==> src/hw/rst_mgr_pkg.sv <==
package rst_mgr_pkg;

	// Timing constants in CLK100KHZ cycles, kept short for simulation
	localparam int TMR_W          = 8;  // Delay and timeout counter width
	localparam int STRT_DLY       = 16; // Lock to system reset release
	localparam int ADC_RST_LEN    = 4;
	localparam int ADC_INIT_TMO   = 64; // Max wait for ADC init done
	localparam int FIFO_RST_LEN   = 8;
	localparam int TDIS_PULSE_LEN = 20;

	typedef enum logic [2:0] {
		ST_WAIT_LOCK,
		ST_STRT_DLY,
		ST_ADC_INIT,
		ST_AUTOLOAD,
		ST_AL_RELEASE,
		ST_RUN
	} por_state_e;

	// Asynchronous status inputs, synced as one word
	typedef struct packed {
		logic clk_lock;      // Clock manager locked
		logic adc_init_done;
		logic al_done;       // Auto-load acknowledge
		logic resync;
		logic daq_op_rst;
		logic trg_op_rst;
		logic restart;       // Request to rerun the power-on sequence
	} status_t;

	typedef struct packed {
		logic daq;
		logic trg;
	} link_tdis_t;

endpackage

==> src/hw/status_sync.sv <==
`timescale 1ns/1ps

module status_sync import rst_mgr_pkg::*; (
	input  logic    CLK100KHZ,
	input  logic    EOS,
	input  status_t status_i,
	output status_t status_o
);

	status_t meta_q; // First stage, may go metastable

	always_ff @(posedge CLK100KHZ or negedge EOS) begin
		if (!EOS) begin
			meta_q   <= '0;
			status_o <= '0;
		end else begin
			meta_q   <= status_i;
			status_o <= meta_q;
		end
	end

	// Whole word arrives two cycles later once both stages are out of reset
	a_two_cycle: assert property (
		@(posedge CLK100KHZ) disable iff (!EOS)
		$past(EOS, 1) && $past(EOS, 2) |-> status_o == $past(status_i, 2)
	) else $error("status_sync output is not the input delayed by two cycles");

endmodule

==> src/hw/por_sequencer.sv <==
`timescale 1ns/1ps

module por_sequencer import rst_mgr_pkg::*; (
	input  logic       CLK100KHZ,
	input  logic       EOS,
	input  status_t    sync_status_i,
	input  logic       adc_rdy_i,
	output logic       sys_rst_o,
	output logic       adc_init_rst_o,
	output logic       al_start_o,
	output logic       run_o,
	output por_state_e por_state_o
);

	por_state_e       state;
	por_state_e       state_nxt;
	logic [TMR_W-1:0] dly_cnt;
	logic             abort;

	assign abort = sync_status_i.restart | ~sync_status_i.clk_lock;

	always_comb begin
		state_nxt = state;
		if (state != ST_WAIT_LOCK && abort) begin
			state_nxt = ST_WAIT_LOCK; // Restart or lost lock
		end else begin
			case (state)
				ST_WAIT_LOCK: begin
					if (sync_status_i.clk_lock && !sync_status_i.restart) begin
						state_nxt = ST_STRT_DLY;
					end
				end
				ST_STRT_DLY: begin
					if (dly_cnt == TMR_W'(STRT_DLY - 1)) begin
						state_nxt = ST_ADC_INIT;
					end
				end
				ST_ADC_INIT: begin
					if (adc_rdy_i) begin
						state_nxt = ST_AUTOLOAD;
					end
				end
				ST_AUTOLOAD: begin
					if (sync_status_i.al_done) begin
						state_nxt = ST_AL_RELEASE;
					end
				end
				ST_AL_RELEASE: begin
					if (!sync_status_i.al_done) begin
						state_nxt = ST_RUN; // Handshake fully closed
					end
				end
				ST_RUN: begin
					state_nxt = ST_RUN;
				end
				default: begin
					state_nxt = ST_WAIT_LOCK;
				end
			endcase
		end
	end

	always_ff @(posedge CLK100KHZ or negedge EOS) begin
		if (!EOS) begin
			state   <= ST_WAIT_LOCK;
			dly_cnt <= '0;
		end else begin
			state   <= state_nxt;
			dly_cnt <= (state == ST_STRT_DLY) ? dly_cnt + 1'b1 : '0;
		end
	end

	assign sys_rst_o      = (state == ST_WAIT_LOCK) || (state == ST_STRT_DLY);
	assign adc_init_rst_o = sys_rst_o; // ADC init held off with the system
	assign al_start_o     = (state == ST_AUTOLOAD);
	assign run_o          = (state == ST_RUN);
	assign por_state_o    = state;

	a_run_al_excl: assert property (
		@(posedge CLK100KHZ) disable iff (!EOS)
		!(run_o && al_start_o)
	) else $error("run_o and al_start_o high together");

	// Auto-load request only released after the acknowledge, except on abort
	a_al_release: assert property (
		@(posedge CLK100KHZ) disable iff (!EOS)
		$fell(al_start_o) && por_state_o == ST_AL_RELEASE |-> $past(sync_status_i.al_done)
	) else $error("al_start_o dropped before al_done");

	a_rst_in_wait: assert property (
		@(posedge CLK100KHZ) disable iff (!EOS)
		por_state_o == ST_WAIT_LOCK |-> sys_rst_o
	) else $error("sys_rst_o low while waiting for lock");

endmodule

==> src/hw/adc_init_ctrl.sv <==
`timescale 1ns/1ps

module adc_init_ctrl import rst_mgr_pkg::*; (
	input  logic CLK100KHZ,
	input  logic EOS,
	input  logic adc_init_rst_i,
	input  logic adc_init_done_i,
	output logic adc_rst_o,
	output logic adc_init_o,
	output logic adc_rdy_o,
	output logic adc_tmo_o
);

	typedef enum logic [2:0] {PH_IDLE, PH_RST, PH_REQ, PH_REL, PH_RDY} adc_phase_e;

	adc_phase_e       phase;
	logic [TMR_W-1:0] cnt; // Reset pulse length, then init timeout
	logic             rst_q;
	logic             rst_fall;

	assign rst_fall = rst_q & ~adc_init_rst_i;

	always_ff @(posedge CLK100KHZ or negedge EOS) begin
		if (!EOS) begin
			phase     <= PH_IDLE;
			cnt       <= '0;
			rst_q     <= 1'b1;
			adc_tmo_o <= 1'b0;
		end else begin
			rst_q <= adc_init_rst_i;
			if (adc_init_rst_i) begin
				phase     <= PH_IDLE;
				cnt       <= '0;
				adc_tmo_o <= 1'b0;
			end else begin
				case (phase)
					PH_IDLE: begin
						if (rst_fall) begin
							phase <= PH_RST;
							cnt   <= '0;
						end
					end
					PH_RST: begin
						if (cnt == TMR_W'(ADC_RST_LEN - 1)) begin
							phase <= PH_REQ;
							cnt   <= '0; // Reused as the timeout counter
						end else begin
							cnt <= cnt + 1'b1;
						end
					end
					PH_REQ: begin
						if (adc_init_done_i) begin
							phase <= PH_REL;
						end else if (cnt == TMR_W'(ADC_INIT_TMO - 1)) begin
							phase     <= PH_RDY; // Give up on the ADC
							adc_tmo_o <= 1'b1;
						end else begin
							cnt <= cnt + 1'b1;
						end
					end
					PH_REL: begin
						if (!adc_init_done_i) begin
							phase <= PH_RDY;
						end
					end
					default: begin
						phase <= phase;
					end
				endcase
			end
		end
	end

	assign adc_rst_o  = (phase == PH_RST);
	assign adc_init_o = (phase == PH_REQ);
	assign adc_rdy_o  = (phase == PH_RDY);

	a_init_hold: assert property (
		@(posedge CLK100KHZ) disable iff (!EOS)
		$fell(adc_init_o) && !$past(adc_init_rst_i) |-> $past(adc_init_done_i) || adc_tmo_o
	) else $error("adc_init_o dropped without acknowledge or timeout");

endmodule

==> src/hw/fifo_rst_gen.sv <==
`timescale 1ns/1ps

module fifo_rst_gen import rst_mgr_pkg::*; (
	input  logic CLK100KHZ,
	input  logic EOS,
	input  logic resync_i,
	output logic daq_fifo_rst_o
);

	logic             resync_q;
	logic             resync_rise;
	logic [TMR_W-1:0] cnt;

	assign resync_rise = resync_i & ~resync_q;

	always_ff @(posedge CLK100KHZ or negedge EOS) begin
		if (!EOS) begin
			resync_q       <= 1'b0;
			cnt            <= '0;
			daq_fifo_rst_o <= 1'b0;
		end else begin
			resync_q <= resync_i;
			if (resync_rise) begin
				daq_fifo_rst_o <= 1'b1; // New resync restarts the pulse
				cnt            <= '0;
			end else if (daq_fifo_rst_o) begin
				if (cnt == TMR_W'(FIFO_RST_LEN - 1)) begin
					daq_fifo_rst_o <= 1'b0;
				end else begin
					cnt <= cnt + 1'b1;
				end
			end
		end
	end

	// At most FIFO_RST_LEN cycles high after the last resync edge
	a_pulse_len: assert property (
		@(posedge CLK100KHZ) disable iff (!EOS)
		(daq_fifo_rst_o && !resync_rise) [*FIFO_RST_LEN] |=> !daq_fifo_rst_o
	) else $error("daq_fifo_rst_o pulse longer than FIFO_RST_LEN");

endmodule

==> src/hw/tx_disable_gen.sv <==
`timescale 1ns/1ps

module tx_disable_gen import rst_mgr_pkg::*; (
	input  logic       CLK100KHZ,
	input  logic       EOS,
	input  logic       sys_rst_i,
	input  link_tdis_t op_rst_i,
	output link_tdis_t tdis_o
);

	logic [1:0] op_v;
	logic [1:0] tdis_v;

	assign op_v = op_rst_i; // Bit 1 is DAQ, bit 0 is trigger

	for (genvar i = 0; i < 2; i++) begin : g_link
		logic             req_q;
		logic             pulse;
		logic [TMR_W-1:0] cnt;

		always_ff @(posedge CLK100KHZ or negedge EOS) begin
			if (!EOS) begin
				req_q <= 1'b0;
				pulse <= 1'b0;
				cnt   <= '0;
			end else begin
				req_q <= op_v[i];
				if (sys_rst_i) begin
					pulse <= 1'b0;
					cnt   <= '0;
				end else if (op_v[i] && !req_q) begin
					pulse <= 1'b1;
					cnt   <= '0;
				end else if (pulse) begin
					if (cnt == TMR_W'(TDIS_PULSE_LEN - 1)) begin
						pulse <= 1'b0;
					end else begin
						cnt <= cnt + 1'b1;
					end
				end
			end
		end

		assign tdis_v[i] = sys_rst_i | pulse; // Laser off while in reset
	end

	assign tdis_o = link_tdis_t'(tdis_v);

endmodule

==> src/hw/reset_manager.sv <==
`timescale 1ns/1ps

module reset_manager import rst_mgr_pkg::*; (
	input  logic       CLK100KHZ,
	input  logic       EOS,
	input  status_t    status_i,
	output logic       sys_rst_o,
	output logic       run_o,
	output logic       al_start_o,
	output logic       adc_rst_o,
	output logic       adc_init_o,
	output logic       adc_rdy_o,
	output logic       adc_tmo_o,
	output logic       daq_fifo_rst_o,
	output link_tdis_t tdis_o,
	output por_state_e por_state_o
);

	status_t    sync_status;
	logic       sys_rst;
	logic       adc_init_rst;
	logic       adc_rdy;
	link_tdis_t op_req;

	assign sys_rst_o  = sys_rst;
	assign adc_rdy_o  = adc_rdy;
	assign op_req.daq = sync_status.daq_op_rst;
	assign op_req.trg = sync_status.trg_op_rst;

	status_sync u_status_sync (
		.CLK100KHZ (CLK100KHZ),
		.EOS       (EOS),
		.status_i  (status_i),
		.status_o  (sync_status)
	);

	por_sequencer u_por_sequencer (
		.CLK100KHZ      (CLK100KHZ),
		.EOS            (EOS),
		.sync_status_i  (sync_status),
		.adc_rdy_i      (adc_rdy),
		.sys_rst_o      (sys_rst),
		.adc_init_rst_o (adc_init_rst),
		.al_start_o     (al_start_o),
		.run_o          (run_o),
		.por_state_o    (por_state_o)
	);

	adc_init_ctrl u_adc_init_ctrl (
		.CLK100KHZ       (CLK100KHZ),
		.EOS             (EOS),
		.adc_init_rst_i  (adc_init_rst),
		.adc_init_done_i (sync_status.adc_init_done),
		.adc_rst_o       (adc_rst_o),
		.adc_init_o      (adc_init_o),
		.adc_rdy_o       (adc_rdy),
		.adc_tmo_o       (adc_tmo_o)
	);

	fifo_rst_gen u_fifo_rst_gen (
		.CLK100KHZ      (CLK100KHZ),
		.EOS            (EOS),
		.resync_i       (sync_status.resync),
		.daq_fifo_rst_o (daq_fifo_rst_o)
	);

	tx_disable_gen u_tx_disable_gen (
		.CLK100KHZ (CLK100KHZ),
		.EOS       (EOS),
		.sys_rst_i (sys_rst),
		.op_rst_i  (op_req),
		.tdis_o    (tdis_o)
	);

endmodule

==> config.mk <==
export PLATFORM = sky130hd
export DESIGN_NAME = reset_manager
export DESIGN_NICKNAME = d
export VERILOG_FILES = /design/src/hw/rst_mgr_pkg.sv /design/src/hw/status_sync.sv /design/src/hw/por_sequencer.sv /design/src/hw/adc_init_ctrl.sv /design/src/hw/fifo_rst_gen.sv /design/src/hw/tx_disable_gen.sv /design/src/hw/reset_manager.sv
export SDC_FILE = /design/constraint.sdc
export NUM_CORES = 1
export LEC_CHECK = 0
export BUFFER_PORTS_ARGS = -buffer_cell sky130_fd_sc_hd__buf_2
export CAP_MARGIN = 10
export CORE_AREA = 4 4 79 81
export CTS_BUF_LIST = sky130_fd_sc_hd__clkbuf_4
export DETAILED_ROUTE_END_ITERATION = 10
export DIE_AREA = 0 0 83 85
export GPL_ROUTABILITY_DRIVEN = 0
export PLACE_DENSITY = 0.85
export SYNTH_ARGS = -nofsm -noshare
export SYNTH_HDL_FRONTEND = slang
export SYNTH_SLANG_ARGS = --single-unit
==> constraint.sdc <==
create_clock -name CLK100KHZ -period 1.7 [get_ports CLK100KHZ]
set_input_delay 0.17 -clock CLK100KHZ [delete_from_list [all_inputs] [get_ports CLK100KHZ]]
set_output_delay 0.17 -clock CLK100KHZ [all_outputs]
set_load 0.01 [all_outputs]
Word level (Yosys, flattened, before mapping). Index checks and enable logic that the tools add are counted.

Memory bits (writable): 0. Word-level logic and storage cells: 144. Memories kept: 0. Input port bits: 9. Output and inout bits: 13. Flip-flop bits (word level): 68. Latch bits: 0. ROM bits: 0.

Add/subtract/negate cells: 5. $mul: 0. Shift operators: 0. Divide/modulo/power cells: 0. Eq/ne operators: 30. Reduce and logical (&&, ||, !) cells: 25. $lt $le $gt $ge: 0. Bitwise gates (word level): 8. Multiplexer cells: 47.

Operators by type and width (number): $mux 8 (17); $add 8x1->8 const B (5); $mux 3 (12); $pmux 8 s3 (1); $ne 3x2->1 const B (7); $pmux 3 s6 (1); $eq 8x5->1 const B (2); $mux 1 (15); $ne 3x1->1 const B (5); $eq 3x2->1 const B (4); $pmux 3 s4 (1); $reduce_and 5->1 (2); $eq 3x3->1 const B (3); $reduce_bool 3->1 (3); $eq 8x2->1 const B (1); $eq 8x3->1 const B (1); $eq 8x4->1 const B (1); $eq 8x6->1 const B (1); $eq 3x1->1 const B (2); $logic_not 3->1 (2); $reduce_and 2->1 (3); $reduce_bool 2->1 (3); $reduce_bool 5->1 (1); $logic_and 1x1->1 (4); 10 further kinds (18).

Longest topological paths before layout.
Depth after elaboration: 7. Gate-level depth with buffers: 7. Depth with buffers taken out: 6.

By module. Synthesis repeated with hierarchy kept, for this count alone.

Cells, all modules: 306. Area total of the unflattened synthesis: 3199.3 um2.

Modules (own cells, without submodules): tx_disable_gen (area each 1022.2 um2, instances 1, cells each 103); adc_init_ctrl (area each 777.0 um2, instances 1, cells each 87); por_sequencer (area each 554.3 um2, instances 1, cells each 54); fifo_rst_gen (area each 495.5 um2, instances 1, cells each 48); status_sync (area each 350.3 um2, instances 1, cells each 14).

Worst setup path before layout. OpenSTA, ideal clock, no wires.

Path kind: register -> register. Start: reg u_tx_disable_gen.g_link[1].cnt[0]. End: reg u_tx_disable_gen.g_link[1].cnt[3]. Setup slack: -0.102 ns. Stages on the path, launching flop included: 7. Period minus slack after synthesis: 1.802 ns. Data required time: 1.575 ns. Arrival time: 1.676 ns. Cell sequence: dfrtp_1 ha_1 or4b_4 o41ai_4 nand2b_1 xor2_1 nor2_1.

Longest elaborated chain between the ends: 5.

Ends and longest elaborated chain: from (decl) (RTL line tx_disable_gen.sv:19) `logic [TMR_W-1:0] cnt;`; from (signal assigned) (RTL line tx_disable_gen.sv:38) `cnt <= cnt + 1'b1;`; $add 8x1->8 (RTL line tx_disable_gen.sv:38); $mux 8 (RTL line tx_disable_gen.sv:35) `if (cnt == TMR_W'(TDIS_PULSE_LEN - 1)) begin`; $mux 8 (RTL line tx_disable_gen.sv:34) `end else if (pulse) begin`; $mux 8 (RTL line tx_disable_gen.sv:31) `end else if (op_v[i] && !req_q) begin`; $mux 8 (RTL line tx_disable_gen.sv:28) `if (sys_rst_i) begin`.

Parallel ways exist; a longest one is shown, timed or not. The select of a mux whose other input is x is not followed. A chain may end at the register's enable or synchronous reset.

Worst setup path after layout.
Start: reg u_tx_disable_gen.g_link[1].cnt[0]. End: reg u_tx_disable_gen.g_link[1].cnt[0].

Same word-level chain as after synthesis.

==> results by group <==
Timing
  • Least-Margin Pin Slew: between 600 and 700 ps
  • Final setup fails: 16
  • Slew HR: 0.5924
  • Max frequency: ~540 MHz
  • Clk_skew: 12.55 ps
  • RSZ-0062 raised after global routing: yes
  • Fin. Hold Viols: 0
  • Crit path time final: about 1900 ps
  • Final WS setup: -159.3 ps
  • Max-slew violation count: 0
  • Hold Slack: ~230 ps
  • Fin crit share: 1.094

Yosys
  • Post-synthesis cell count: ~280
  • Net count after synthesis: 292
  • Avg Inst Size Synth: approximately 11 µm²
  • Most area-consuming cells after synthesis: dfrtp_1 55%, nor2_1 5.8%, xor2_1 4.9%, xnor2_1 2.6%, ha_1 2.0%
  • Flops & latches, synth: 68
  • Async set or reset register ratio after synthesis: 1.000
  • Share of the synthesized area in the top cell type: 0.5478
  • Sequential fraction of the synthesis area: 0.5564
  • Synth cell types: 52
  • Dominant cell type by area after synthesis: dfrtp_1
  • Post-synth EDFFs: 0
  • Count leader, synth: dfrtp_1
  • Top cells by count, synth: 67 x dfrtp_1, 47 x nor2_1, 17 x xor2_1, 16 x nand2_1, 10 x nand2b_1
  • Most used DFF post-synth: dfrtp_1
  • Cell area after synthesis: between 3000 and 4000 µm²
  • Ys Warns: 0

Pwr
  • Leakage power: between 1.5 and 2 nW
  • Combinational share of power: 0.110
  • Internal Pwr Total: about 2.3 mW
  • Net Sw Power: 0.8111 mW
  • Pwr dens: roughly 740 nW/µm²
  • Max VDD drop: 738.7 µV
  • Switching share of power: 0.2604
  • Reg power frac: 0.563
  • Clk network pwr share: 0.327

Finish
  • Nets: just under 400
  • Antenna cell count: 0
  • Fillcell total: 299
  • Proportion of layout cells with a drive suffix above 1: 0.3634
  • Layout area overhead: 37.24%

Place
  • DP Worst Slack: -138.2 ps
  • Number of buffers added on ports: 21
  • Hpwl dp: ~4200 µm

Global route
  • Gr usage total: 0.2003
  • Gr ovfl total: 0
  • Initial antenna violation count: 0
  • First-pass GRT wire length: about 11000 µm
  • Largest net degree at the start of global routing: 30
  • Number of global-route vias before repair: 2469

Routing
  • Vias per cell: around 5.9
  • DRT iter0 DRCs: 239
  • Wire length per cell: between 15 and 20 µm
  • Total number of vias: 2636
  • ANT nets after route: 0
  • Post-route DRC: 0
  • Overall routed net length: around 8800 µm
  • DRT Pass-1 Iters: 4

Status
  • Failing checks: setup timing
  • Status: finished, violations left

CTS
  • CTS sink cnt: 68
  • H-tree Lvls: 3
  • Maximum clock path buffer count: 2
  • Worst-path clk slew: about 110 ps
  • Cts bufs inserted: 9
  • CTS tree: built
  • Skew-Pair Late Insertion Delay: 420 ps
  • CTS Root Cell: clkbuf_4

Die
  • Die ar.: 7055 µm²
  • Ports: 22
  • Die Wd: 83 µm
  • Die span in y: about 85 µm
  • Std-Cell Rows: 27
  • Core Footprint: ~5500 µm²
  • Starting Density: 0.5592

Worst setup path
  • CP arrival: roughly 2200 ps
  • CP required: 2000 ps
  • Startpoint Class: flip-flop
  • WS Path Type: reg2reg
  • Crit. End Element: flip-flop
  • CP max FO: 4
  • Reg2Reg Setup Slack: -160 ps

Hold path
  • Hold Crit Class: in2async

Run
  • Max Cap Viol: 0
[repair_timing]
item / in CTS / in global routing
buffers inserted: 6 / 14
hold buffers: 8 / 0
setup endpoints to repair: 21 / 30
gates resized for setup: 23 / 35
pin swaps: 9 / 17
endpoints found under the hold margin: 25 / 0
[path summary, 6_finish.rpt]
| kind | startpoint | to | depth (start not counted) |
|---|---|---|---|
| max | u_tx_disable_gen.g_link[1].cnt[0] | u_tx_disable_gen.g_link[1].cnt[0] | 6 |
| min | EOS | u_status_sync.status_o[4] | 2 |
| max reg2reg | u_tx_disable_gen.g_link[1].cnt[0] | u_tx_disable_gen.g_link[1].cnt[0] | 6 |
| min reg2reg | u_status_sync.meta_q[1] | u_status_sync.status_o[1] | 0 |
| max in group asynchronous | EOS | u_adc_init_ctrl.rst_q | 3 |
| min in group CLK100KHZ | u_status_sync.meta_q[1] | u_status_sync.status_o[1] | 0 |
[logic make-up (layout without fill, tap and decap cells)]
family,Yosys count,after routing,synth area share
adders and majority gates,5,5,0.02044
AOI/OAI and AO/OA,38,38,0.1042
DFF,68,68,0.5564
muxes,5,5,0.01676
xor gates and xnor gates,26,26,0.07441
and+or+nand+nor,122,122,0.2089
buffers and inverters,14,113,0.01880
[power by group through the flow]
stage	clock network (mW)	logic, mW	registers, mW
floorplan	0	0.152	1.78
detailed placement	0	0.298	1.77
finish	1.02	0.343	1.75
global placement	0	0.286	1.77
CTS	1.03	0.312	1.74
global route	1.12	0.378	1.76
[layout by cell type, fill, tap and decap left out, types with 4 or more instances in the layout]
master and count:
nand3_1 8, xor2_1 16, o21ai_0 4, dfrtp_1 64, buf_4 45, and3_1 6, xnor2_1 9, nand4_1 8
a21oi_1 6, a22o_1 5, buf_2 19, nand2b_1 10, dlygate4sd3_1 8, clkbuf_4 10, inv_1 7, nor2_1 45
mux2i_1 4, buf_6 13, nand2_1 16
[final cells by class]
cell class	instances	area [µm²]	area share
Timing Repair Buffer	88	719.4	0.1713
Multi-Input combinational cell	196	1515	0.3607
Clock inverter	6	55.05	0.01311
Sequential cell	68	1707	0.4063
Tap cell	72	90.09	0.02145
Inverter	9	38.79	0.009234
Clock buffer	10	75.07	0.01787
[worst max-delay path, stage by stage (launching register included)]
cell and delay (ps):
dfrtp_1 390, ha_2 180, or4b_4 470, o41ai_4 300, buf_4 190, xor2_1 170, nor2_1 60
[per-layer routing]
metal	up-vias	GRT usage	routed length [µm]
li1	1158	-	-
met1	1292	0.2247	3162
met2	136	0.3535	4562
met3	50	0.04757	512
met4	0	0.1070	540
met5	-	0	0
[state kept, by name (all words and copies together), names as in the netlist]
register                       cells
u_tx_disable_gen.g_link.cnt       16
u_adc_init_ctrl.cnt                8
u_fifo_rst_gen.cnt                 8
u_por_sequencer.dly_cnt            8
u_status_sync.meta_q               7
u_status_sync.status_o             7
u_adc_init_ctrl.phase              3
u_por_sequencer.por_state_o        3
u_tx_disable_gen.g_link.pulse      2
u_tx_disable_gen.g_link.req_q      2
u_adc_init_ctrl.adc_tmo_o          1
u_adc_init_ctrl.rst_q              1
u_fifo_rst_gen.daq_fifo_rst_o      1
u_fifo_rst_gen.resync_q            1
[through the flow]
stage	TNS (ps)	area (µm²)	utilization	power [mW]	instances
6_report	-1481	4200	0.7675	3.115	449
5_1_grt	-2697	4200	0.7675	3.260	449
4_1_cts	-547.5	3913	0.7149	3.085	436
3_5_place_dp	-1082	3555	0.6495	2.071	406
3_3_place_gp	-191.3	3555	0.6495	2.056	406
2_1_floorplan	-140.6	3073	-	1.928	278
Note: power is estimated with default switching activity, not from simulation.
